### src/verilog/sys_cfg.svh
/*
 * Shared constants for the system top.
 * Command codes are the 8-bit values found in the first word of an HPS frame.
 * Attenuation word: bit 4 mutes, bits 3..0 give the right shift.
 * Sync length counters saturate at their maximum value.
 */
`ifndef SYS_CFG_SVH
`define SYS_CFG_SVH

// Command codes
`define SYS_CMD_CFG 8'h01
`define SYS_CMD_LED 8'h25
`define SYS_CMD_VOL 8'h26

// Data path widths
`define SYS_IO_W 16
`define SYS_AUDIO_W 16
`define SYS_VOL_W 5
`define SYS_SYNC_CNT_W 16

// Composite sync enable within the config word
`define SYS_CSYNC_BIT 3

`endif

### src/verilog/sys_pkg.sv
/*
 * Types shared by the system top modules.
 * One HPS data word is read either as the config word or as the LED word,
 * depending on the command of the frame.
 */
`include "sys_cfg.svh"

package sys_pkg;

	localparam int AUDIO_W   = `SYS_AUDIO_W;
	localparam int RGB_IN_W  = 8;
	localparam int RGB_OUT_W = 6;

	// ==============================
	// Config view of an io word
	// ==============================
	typedef struct packed {
		logic [7:0]                  rsvd_hi;
		logic                        dvi_mode;
		logic                        audio_96k;
		logic                        ypbpr_en;
		logic                        rsvd_4;
		logic                        csync;
		logic                        vga_scaler;
		logic [`SYS_CSYNC_BIT-2:0]   rsvd_lo;
	} cfg_word_t;

	// ==============================
	// LED view of an io word
	// ==============================
	typedef struct packed {
		logic [`SYS_IO_W/2-1:0] overtake;
		logic [`SYS_IO_W/2-1:0] state;
	} led_word_t;

	// Same bits, decoded per command
	typedef union packed {
		cfg_word_t cfg;
		led_word_t led;
	} io_word_u;

endpackage

### src/verilog/hps_io_ctrl.sv
/*
 * HPS command port and settings registers.
 * io_clk is a level from the host; it is resynchronized here. The host must
 * hold io_din stable until io_ack is high and must not raise io_clk again
 * before io_ack is low. There is no wait signal. Every strobe is accepted.
 * A low io_uio ends the frame; the next word is taken as a command.
 */
`include "sys_cfg.svh"

module hps_io_ctrl (
	input  logic                  clk_sys,
	input  logic                  resetd,
	input  logic                  i_io_clk,
	input  logic                  i_io_uio,
	input  logic [`SYS_IO_W-1:0]  i_io_din,
	input  logic                  i_led_user,
	input  logic [1:0]            i_led_power,
	input  logic [1:0]            i_led_disk,
	output logic                  o_io_ack,
	output logic [`SYS_VOL_W-1:0] o_vol_att,
	output logic                  o_csync,
	output logic [7:0]            o_led
);
	import sys_pkg::*;

	logic                  io_clk_m;
	logic                  io_clk_s;
	logic                  rack;
	logic                  io_strobe;
	logic                  has_cmd;
	logic [7:0]            cmd;
	io_word_u              io_word;
	cfg_word_t             cfg;
	led_word_t             led_ovr;
	logic [`SYS_VOL_W-1:0] vol_att;
	logic                  led_p;
	logic                  led_d;
	logic [7:0]            led_status;

	// ==============================
	// Strobe and acknowledge
	// ==============================
	assign io_strobe = io_clk_s & ~rack;

	always_ff @(posedge clk_sys) begin
		if (resetd) begin
			io_clk_m <= 1'b0;
			io_clk_s <= 1'b0;
			rack     <= 1'b0;
			o_io_ack <= 1'b0;
		end else begin
			io_clk_m <= i_io_clk;
			io_clk_s <= io_clk_m;
			rack     <= io_clk_s;
			o_io_ack <= rack;
		end
	end

	// ==============================
	// Frame and command decode
	// ==============================
	assign io_word = i_io_din;

	always_ff @(posedge clk_sys) begin
		if (resetd) begin
			has_cmd <= 1'b0;
			cfg     <= '0;
			led_ovr <= '0;
			vol_att <= '0;
		end else if (!i_io_uio) begin
			has_cmd <= 1'b0;
		end else if (io_strobe) begin
			if (!has_cmd) begin
				has_cmd <= 1'b1;
			end else begin
				// Data word decoded by the frame command
				case (cmd)
					`SYS_CMD_CFG: cfg     <= io_word.cfg;
					`SYS_CMD_LED: led_ovr <= io_word.led;
					`SYS_CMD_VOL: vol_att <= io_word[`SYS_VOL_W-1:0];
					default: ;
				endcase
			end
		end
	end

	// Command byte of the current frame
	always_ff @(posedge clk_sys) begin
		if (i_io_uio && io_strobe && !has_cmd)
			cmd <= i_io_din[7:0];
	end

	assign o_vol_att = vol_att;
	assign o_csync   = cfg.csync;

	// Board LEDs with override bits over status
	assign led_p      = i_led_power[1] ? ~i_led_power[0] : 1'b0;
	assign led_d      = i_led_disk[1] ? ~i_led_disk[0] : 1'b0;
	assign led_status = {3'b000, ~led_p, 1'b0, ~led_d, 1'b0, i_led_user};
	assign o_led      = (led_ovr.overtake & led_ovr.state) | (~led_ovr.overtake & led_status);

endmodule

### src/verilog/audio_mixer.sv
/*
 * Stereo cross-mix and volume attenuation, two cycle latency.
 * audio_s selects signed samples and arithmetic shifts, else logical.
 * Mix and settings are taken in the same cycle as the samples.
 */
`include "sys_cfg.svh"

module audio_mixer (
	input  logic                              clk_sys,
	input  logic                              resetd,
	input  logic signed [sys_pkg::AUDIO_W-1:0] i_audio_l,
	input  logic signed [sys_pkg::AUDIO_W-1:0] i_audio_r,
	input  logic                              i_audio_s,
	input  logic [1:0]                        i_audio_mix,
	input  logic [`SYS_VOL_W-1:0]             i_vol_att,
	output logic [sys_pkg::AUDIO_W-1:0]       o_audio_l,
	output logic [sys_pkg::AUDIO_W-1:0]       o_audio_r
);
	import sys_pkg::*;

	logic [AUDIO_W-1:0]    mix_l;
	logic [AUDIO_W-1:0]    mix_r;
	logic                  sgn_d;
	logic [`SYS_VOL_W-1:0] vol_d;

	// Right shift, arithmetic for signed samples
	function automatic logic [AUDIO_W-1:0] shr(input logic [AUDIO_W-1:0] v,
		input logic [`SYS_VOL_W-2:0] n, input logic sgn);
		logic signed [AUDIO_W-1:0] sv;
		sv = v;
		if (sgn)
			shr = sv >>> n;
		else
			shr = v >> n;
	endfunction

	// S is the own channel, X the other one
	function automatic logic [AUDIO_W-1:0] mix(input logic [AUDIO_W-1:0] s,
		input logic [AUDIO_W-1:0] x, input logic [1:0] mode, input logic sgn);
		case (mode)
			2'd0:    mix = s;
			2'd1:    mix = s - shr(s, 3, sgn) + shr(x, 3, sgn);
			2'd2:    mix = s - shr(s, 2, sgn) + shr(x, 2, sgn);
			default: mix = shr(s, 1, sgn) + shr(x, 1, sgn);
		endcase
	endfunction

	// ==============================
	// Mix stage
	// ==============================
	always_ff @(posedge clk_sys) begin
		if (resetd) begin
			mix_l <= '0;
			mix_r <= '0;
			sgn_d <= 1'b0;
			vol_d <= '0;
		end else begin
			mix_l <= mix(i_audio_l, i_audio_r, i_audio_mix, i_audio_s);
			mix_r <= mix(i_audio_r, i_audio_l, i_audio_mix, i_audio_s);
			sgn_d <= i_audio_s;
			vol_d <= i_vol_att;
		end
	end

	// ==============================
	// Attenuation stage
	// ==============================
	always_ff @(posedge clk_sys) begin
		if (resetd || vol_d[`SYS_VOL_W-1]) begin
			o_audio_l <= '0;
			o_audio_r <= '0;
		end else begin
			o_audio_l <= shr(mix_l, vol_d[`SYS_VOL_W-2:0], sgn_d);
			o_audio_r <= shr(mix_r, vol_d[`SYS_VOL_W-2:0], sgn_d);
		end
	end

endmodule

### src/verilog/sync_polarity_fix.sv
/*
 * Turns a sync of either polarity into a positive-going one.
 * Needs two full sync periods of stable shape before the output is right.
 * Output is combinational from the raw input.
 */
`include "sys_cfg.svh"

module sync_polarity_fix (
	input  logic clk_sys,
	input  logic resetd,
	input  logic i_sync,
	output logic o_sync
);
	logic                       s1;
	logic                       s2;
	logic [`SYS_SYNC_CNT_W-1:0] cnt;
	logic [`SYS_SYNC_CNT_W-1:0] len_lo;
	logic [`SYS_SYNC_CNT_W-1:0] len_hi;
	logic                       pol;

	always_ff @(posedge clk_sys) begin
		if (resetd) begin
			s1     <= 1'b0;
			s2     <= 1'b0;
			cnt    <= '0;
			len_lo <= '0;
			len_hi <= '0;
			pol    <= 1'b0;
		end else begin
			s1 <= i_sync;
			s2 <= s1;
			// Rising edge closes a low phase, falling edge a high one
			if (s1 & ~s2)
				len_lo <= cnt;
			if (~s1 & s2)
				len_hi <= cnt;
			if (s1 != s2)
				cnt <= '0;
			else if (~&cnt)
				cnt <= cnt + 1'b1;
			pol <= len_hi > len_lo;
		end
	end

	assign o_sync = i_sync ^ pol;

endmodule

### src/verilog/vga_sync_out.sv
/*
 * VGA output register stage, one cycle latency.
 * RGB is blanked outside DE and cut to the upper bits.
 * Syncs come out active low, separate or composite on HS.
 */
module vga_sync_out (
	input  logic                            clk_sys,
	input  logic                            resetd,
	input  logic                            i_csync,
	input  logic [sys_pkg::RGB_IN_W-1:0]    i_r,
	input  logic [sys_pkg::RGB_IN_W-1:0]    i_g,
	input  logic [sys_pkg::RGB_IN_W-1:0]    i_b,
	input  logic                            i_de,
	input  logic                            i_hs_fixed,
	input  logic                            i_vs_fixed,
	output logic [sys_pkg::RGB_OUT_W-1:0]   o_vga_r,
	output logic [sys_pkg::RGB_OUT_W-1:0]   o_vga_g,
	output logic [sys_pkg::RGB_OUT_W-1:0]   o_vga_b,
	output logic                            o_vga_hs,
	output logic                            o_vga_vs
);
	import sys_pkg::*;

	always_ff @(posedge clk_sys) begin
		if (resetd) begin
			o_vga_r  <= '0;
			o_vga_g  <= '0;
			o_vga_b  <= '0;
			o_vga_hs <= 1'b1;
			o_vga_vs <= 1'b1;
		end else begin
			o_vga_r  <= i_de ? i_r[RGB_IN_W-1 -: RGB_OUT_W] : '0;
			o_vga_g  <= i_de ? i_g[RGB_IN_W-1 -: RGB_OUT_W] : '0;
			o_vga_b  <= i_de ? i_b[RGB_IN_W-1 -: RGB_OUT_W] : '0;
			// Composite mode carries both syncs on HS
			o_vga_vs <= i_csync ? 1'b1 : ~i_vs_fixed;
			o_vga_hs <= i_csync ? ~(i_vs_fixed ^ i_hs_fixed) : ~i_hs_fixed;
		end
	end

endmodule

### src/verilog/sys_top.sv
/*
 * System top, single clock domain clk_sys.
 * HPS command port, audio mix and VGA sync output of the core.
 * Raw core syncs may have either polarity.
 */
`include "sys_cfg.svh"

module sys_top (
	input  logic                                clk_sys,
	input  logic                                resetd,
	input  logic                                i_io_clk,
	input  logic                                i_io_uio,
	input  logic [`SYS_IO_W-1:0]                i_io_din,
	output logic                                o_io_ack,
	input  logic                                i_led_user,
	input  logic [1:0]                          i_led_power,
	input  logic [1:0]                          i_led_disk,
	output logic [7:0]                          o_led,
	input  logic signed [`SYS_AUDIO_W-1:0]      i_audio_l,
	input  logic signed [`SYS_AUDIO_W-1:0]      i_audio_r,
	input  logic                                i_audio_s,
	input  logic [1:0]                          i_audio_mix,
	output logic [`SYS_AUDIO_W-1:0]             o_audio_l,
	output logic [`SYS_AUDIO_W-1:0]             o_audio_r,
	input  logic [sys_pkg::RGB_IN_W-1:0]        i_r,
	input  logic [sys_pkg::RGB_IN_W-1:0]        i_g,
	input  logic [sys_pkg::RGB_IN_W-1:0]        i_b,
	input  logic                                i_de,
	input  logic                                i_hs,
	input  logic                                i_vs,
	output logic [sys_pkg::RGB_OUT_W-1:0]       o_vga_r,
	output logic [sys_pkg::RGB_OUT_W-1:0]       o_vga_g,
	output logic [sys_pkg::RGB_OUT_W-1:0]       o_vga_b,
	output logic                                o_vga_hs,
	output logic                                o_vga_vs
);
	logic [`SYS_VOL_W-1:0] vol_att;
	logic                  csync;
	logic                  hs_fixed;
	logic                  vs_fixed;

	hps_io_ctrl hps_io_i (
		.clk_sys(clk_sys), .resetd(resetd),
		.i_io_clk(i_io_clk), .i_io_uio(i_io_uio), .i_io_din(i_io_din),
		.i_led_user(i_led_user), .i_led_power(i_led_power), .i_led_disk(i_led_disk),
		.o_io_ack(o_io_ack), .o_vol_att(vol_att), .o_csync(csync), .o_led(o_led)
	);

	audio_mixer audio_i (
		.clk_sys(clk_sys), .resetd(resetd),
		.i_audio_l(i_audio_l), .i_audio_r(i_audio_r),
		.i_audio_s(i_audio_s), .i_audio_mix(i_audio_mix), .i_vol_att(vol_att),
		.o_audio_l(o_audio_l), .o_audio_r(o_audio_r)
	);

	// Horizontal and vertical polarity fixers
	sync_polarity_fix sync_h_i (.clk_sys(clk_sys), .resetd(resetd), .i_sync(i_hs), .o_sync(hs_fixed));
	sync_polarity_fix sync_v_i (.clk_sys(clk_sys), .resetd(resetd), .i_sync(i_vs), .o_sync(vs_fixed));

	vga_sync_out vga_i (
		.clk_sys(clk_sys), .resetd(resetd), .i_csync(csync),
		.i_r(i_r), .i_g(i_g), .i_b(i_b), .i_de(i_de),
		.i_hs_fixed(hs_fixed), .i_vs_fixed(vs_fixed),
		.o_vga_r(o_vga_r), .o_vga_g(o_vga_g), .o_vga_b(o_vga_b),
		.o_vga_hs(o_vga_hs), .o_vga_vs(o_vga_vs)
	);

endmodule

### config.mk
export PLATFORM = sky130hd
export DESIGN_NAME = sys_top
export DESIGN_NICKNAME = d
export VERILOG_FILES = /design/src/verilog/sys_pkg.sv /design/src/verilog/hps_io_ctrl.sv /design/src/verilog/audio_mixer.sv /design/src/verilog/sync_polarity_fix.sv /design/src/verilog/vga_sync_out.sv /design/src/verilog/sys_top.sv
export VERILOG_INCLUDE_DIRS = /design/src /design/src/verilog
export SDC_FILE = /design/constraint.sdc
export NUM_CORES = 1
export LEC_CHECK = 0
export ABC_AREA = 1
export BUFFER_PORTS_ARGS = -buffer_cell sky130_fd_sc_hd__buf_2
export CORE_ASPECT_RATIO = 0.7
export CORE_UTILIZATION = 66
export DETAILED_ROUTE_END_ITERATION = 8
export GPL_TIMING_DRIVEN = 0
export PLACE_DENSITY_LB_ADDON = 0.25
export SETUP_SLACK_MARGIN = 0.05
export SYNTH_ARGS = -nofsm -noshare
export SYNTH_HDL_FRONTEND = slang
export SYNTH_SLANG_ARGS = --single-unit
### constraint.sdc
create_clock -name clk_sys -period 6.9 [get_ports clk_sys]
set_clock_uncertainty 0.2 [all_clocks]
set_input_delay 0.345 -clock clk_sys [delete_from_list [all_inputs] [get_ports clk_sys]]
set_output_delay 0.345 -clock clk_sys [all_outputs]
set_load 0.01 [all_outputs]
==> impl_table.tex <==
\begin{tabular}{lr}
\hline
Metric & Value \\
\hline
\multicolumn{2}{l}{\textbf{Pwr}} \\
Max IR drop VDD & 0.000221 V \\
Internal power contribution & 2.47 mW \\
Sw frac & 0.374 \\
Clock Power Share & 0.283 \\
Sw Pwr & 1.48 mW \\
Part of the total power dissipated in combinational logic & 0.353 \\
Proportion of power drawn by flip-flops and latches & 0.363 \\
Power per standard cell area & 209 nW/um2 \\
LEAKAGE & 9.87 nW \\
\multicolumn{2}{l}{\textbf{Logic synthesis}} \\
Fraction of synthesized area in multiplexers & 0.00367 \\
Synthesized-area fraction occupied by ao, oa, aoi and oai cells & 0.132 \\
Mapped Cells & 2507 \\
Post-synthesis share of cell area spent on full adders, half adders and majority gates & 0.168 \\
Parity-gate share of the synthesized area counting xor and xnor cells & 0.00787 \\
Predominant post-synthesis flop cell & dfxtp\_1 \\
Simple-gate share of the synthesized area & 0.281 \\
Share of flip-flops with an asynchronous set or reset & 0 \\
Netlist Area Pre-Place & 16700 um2 \\
Portion of the post-synthesis area used by sequential elements & 0.277 \\
\#FFs+latches synth & 227 \\
Count of flip-flops with a built-in enable after synthesis & 8 \\
Yosys warnings & 0 \\
Distinct cell type count of the synthesized netlist & 54 \\
Mapped Nets & 2783 \\
Combinational family with the most area after synthesis & simple AND/OR/NAND/NOR gates \\
Average size of a mapped cell & 6.66 um2 \\
\multicolumn{2}{l}{\textbf{Placement}} \\
Sum of net half-perimeters after detailed placement & 40600 um \\
I/O Buffers & 141 \\
Final estimated routing congestion in global placement & 1.04 \\
\multicolumn{2}{l}{\textbf{STA}} \\
Setup repair after global routing missed its margin & false \\
Setup Total Neg Slack & 0 ns \\
Share of the cycle needed by the critical path after routing & 0.494 \\
Final number of max-transition violations & 0 \\
Final hold violation count & 0 \\
Clock period minus final worst setup slack & 3.41 ns \\
Worst slew margin relative to its limit & 0.323 \\
Upper clock frequency limit & 0.293 GHz \\
Tightest Pin Transition & 1.01 ns \\
Setup violations, final & 0 \\
\multicolumn{2}{l}{\textbf{Cells and area}} \\
Final net count & 2986 \\
P\&R area growth vs syn & 13.0\% \\
Share of layout cells above drive strength 1 & 0.0874 \\
Number of antenna diodes & 0 \\
Utilization of the core after routing & 0.762 \\
Fill cell instance count of the final layout & 1935 \\
\multicolumn{2}{l}{\textbf{Global routing}} \\
Pin count of the biggest net entering global routing & 18 \\
Via count of the first global-routing pass & 15900 \\
Total global routing track utilization & 0.405 \\
Wire length of the first global-routing pass & 82200 um \\
Number of antenna violations at the first check in global routing & 0 \\
Final global-route overflow total & 0 \\
\multicolumn{2}{l}{\textbf{Route}} \\
Average routed wire per standard cell & 17.4 um \\
Final routed wirelength across all metal layers & 53100 um \\
Number of nets with antenna violations after detailed routing & 0 \\
Residual DRC count & 0 \\
Count of TritonRoute iterations in the first routing pass & 6 \\
Via total after detailed routing & 17500 \\
Vias per cell & 5.74 \\
DRC marker count from the first detailed-route iteration & 2284 \\
\multicolumn{2}{l}{\textbf{Clock tree}} \\
\# clock sinks & 227 \\
Clock latency at the later pin of the worst-skew pair & 0.50 ns \\
CTS tree & done \\
Largest buffer count on any clock path & 3 \\
H-tree Lvls & 1 \\
Buffer count from post-CTS setup fixing & 0 \\
CTS Buf Count & 20 \\
Root buf cell & clkbuf\_16 \\
Register clock-pin slew on the reported worst setup and hold paths & 0.07 ns \\
\multicolumn{2}{l}{\textbf{Worst setup path}} \\
Timing endpoint of the critical path & audio\_i.mix\_l[14]\$\_SDFF\_PP0\_ \\
Maximum fanout along the worst path & 6 \\
Required time of the worst setup path & 7.06 ns \\
FF-to-FF setup slack & 4.72 ns \\
Reg-to-reg critical path endpoint & audio\_i.o\_audio\_r[3]\$\_SDFF\_PP0\_ \\
Start of the worst register-to-register path & audio\_i.vol\_d[0]\$\_SDFF\_PP0\_ \\
Arrival time reported for the critical path endpoint & 3.57 ns \\
Start point of the critical path & i\_audio\_s \\
Startpoint-to-endpoint class of the critical path & primary input to register \\
R2R cell count & 9 \\
Endpoint class of the critical path & register \\
Startpoint type of the worst setup path & primary input \\
\multicolumn{2}{l}{\textbf{Floorplan}} \\
Floorplan die width & 192 um \\
Standard-cell row count & 48 \\
Die outline area & 25900 um2 \\
Number of top-level pins & 148 \\
Core Box Area & 24700 um2 \\
Initial cell density of the core & 0.674 \\
Die H & 135 um \\
\multicolumn{2}{l}{\textbf{Job}} \\
Total of max-cap violations & 0 \\
\multicolumn{2}{l}{\textbf{Outcome}} \\
Run status & completed \\
\multicolumn{2}{l}{\textbf{Worst hold path}} \\
Tightest Hold Check Type & primary input to register \\
\hline
\end{tabular}
==> power by group through the flow <==
stage	registers (mW)	logic [mW]	clock network, mW
after global placement	1.46	1.26	0
after CTS	1.43	1.33	1.11
after floorplan	1.46	0.898	0
after global routing	1.44	1.54	1.17
after detailed placement	1.46	1.30	0
final	1.43	1.39	1.12
==> stage by stage <==
stage | worst slack, ns | power, mW | cells | cell area [um2] | hold slack [ns]
3_3_place_gp | 3.54 | 2.71 | 2973 | 17800 | 0.189
4_1_cts | 3.62 | 3.87 | 3049 | 18800 | 0.00706
5_1_grt | 3.38 | 4.15 | 3049 | 18900 | 0.0287
6_report | 3.49 | 3.95 | 3049 | 18900 | 0.0156
3_5_place_dp | 3.48 | 2.76 | 2973 | 17800 | 0.200
2_1_floorplan | 4.32 | 2.36 | 2507 | 16700 | 0.188
==> final cells by class <==
type | instances | area [um2] | share of cell area
Buffer | 68 | 295 | 0.0157
Clock buffer | 26 | 554 | 0.0294
Inverter | 501 | 1880 | 0.0998
Timing Repair Buffer | 181 | 1110 | 0.0587
Multi-Input combinational cell | 1711 | 9890 | 0.525
Sequential cell | 227 | 4620 | 0.245
Clock inverter | 10 | 92.6 | 0.00491
Tap cell | 325 | 407 | 0.0216
==> routing by layer <==
metal,wire [um],vias to the layer above,GRT usage
met5,0,-,0
met4,822,0,0.0739
met3,7630,78,0.125
met2,20900,1060,0.559
met1,23800,8021,0.614
li1,-,8341,-
==> worst max-delay path: stages <==
cell and delay, ns:
dlygate4sd3_1 0.53, buf_2 0.16, nand2_1 0.20, inv_1 0.08, fa_1 0.49, inv_1 0.05
ha_1 0.39, inv_1 0.09, nor3_1 0.35, and2_1 0.19, nand2_1 0.10, nand2_1 0.10
nand2_1 0.05, nand3_1 0.06, nand3_1 0.13, nor2_1 0.17, nor2_1 0.06
==> synthesized netlist by cell type (6+ instances only) <==
| master | n | area share |
|---|---|---|
| a21oi_1 | 179 | 0.054 |
| nand4_1 | 23 | 0.0086 |
| nand2_1 | 573 | 0.13 |
| o21ai_1 | 49 | 0.015 |
| fa_1 | 59 | 0.071 |
| a211oi_1 | 18 | 0.0081 |
| nand3_1 | 171 | 0.051 |
| xnor2_1 | 6 | 0.0031 |
| xor2_1 | 9 | 0.0047 |
| o211ai_1 | 12 | 0.0054 |
| nor3_1 | 57 | 0.017 |
| buf_2 | 14 | 0.0042 |
| inv_2 | 18 | 0.0040 |
| nor2_1 | 223 | 0.050 |
| clkbuf_1 | 45 | 0.010 |
| nand3b_1 | 13 | 0.0058 |
| o21ai_0 | 97 | 0.029 |
| dfxtp_1 | 219 | 0.26 |
| edfxtp_1 | 8 | 0.014 |
| ha_1 | 130 | 0.097 |
| inv_1 | 481 | 0.11 |
| a31oi_1 | 14 | 0.0052 |
| or2_2 | 14 | 0.0052 |
==> kinds of logic (layout without fill, tap and decap cells) <==
kind of cell,Yosys count,count (layout)
AND/OR/NAND/NOR,1101,1101
buffers and inverters,569,786
AO/OA/AOI/OAI,400,400
flip-flops,227,227
adder cells (fa/ha/maj),189,189
XOR/XNOR,15,15
multiplexers,6,6
==> worst min-delay path by stage <==
stage	startpoint	endpoint	slack [ns]	cells after the start
2_1_floorplan	hps_io_i.io_clk_m$_SDFF_PP0_	hps_io_i.io_clk_s$_SDFF_PP0_	0.19	2
5_1_grt	i_audio_r[2]	audio_i.mix_r[2]$_SDFF_PP0_	0.03	3
3_5_place_dp	hps_io_i.io_clk_m$_SDFF_PP0_	hps_io_i.io_clk_s$_SDFF_PP0_	0.20	2
3_3_place_gp	hps_io_i.io_clk_m$_SDFF_PP0_	hps_io_i.io_clk_s$_SDFF_PP0_	0.19	2
6_report	i_audio_r[2]	audio_i.mix_r[2]$_SDFF_PP0_	0.02	3
4_1_cts	i_audio_r[2]	audio_i.mix_r[2]$_SDFF_PP0_	0.007	3
==> layout by cell type (no fill, tap or decap), types with 4 or more instances in the layout <==
cell           instances
o211ai_1              12
clkinv_2               4
a41oi_1                5
edfxtp_1               8
nand3b_1              13
a211oi_1              18
o21bai_1               5
ha_1                 130
nand2_1              573
or2_2                 14
xnor2_1                6
nand4_1               23
a21oi_1              179
clkbuf_16             21
dfxtp_1              219
inv_2                 18
o21ai_0               97
buf_1                  5
nor4_1                 4
fa_1                  59
a31oi_1               14
dlygate4sd3_1         40
inv_1                481
clkbuf_1              49
a21boi_0               5
nand3_1              171
nor2_1               223
xor2_1                 9
or2_1                  5
nand3_2                4
nor3_1                57
o21ai_1               49
buf_2                155
mux2i_1                5
==> repair_timing <==
action                                 CTS  global route
resized for setup                        0             0
hold buffers                            40             0
endpoints found under the hold margin   49             0
Power figures use the tool's default switching activity.
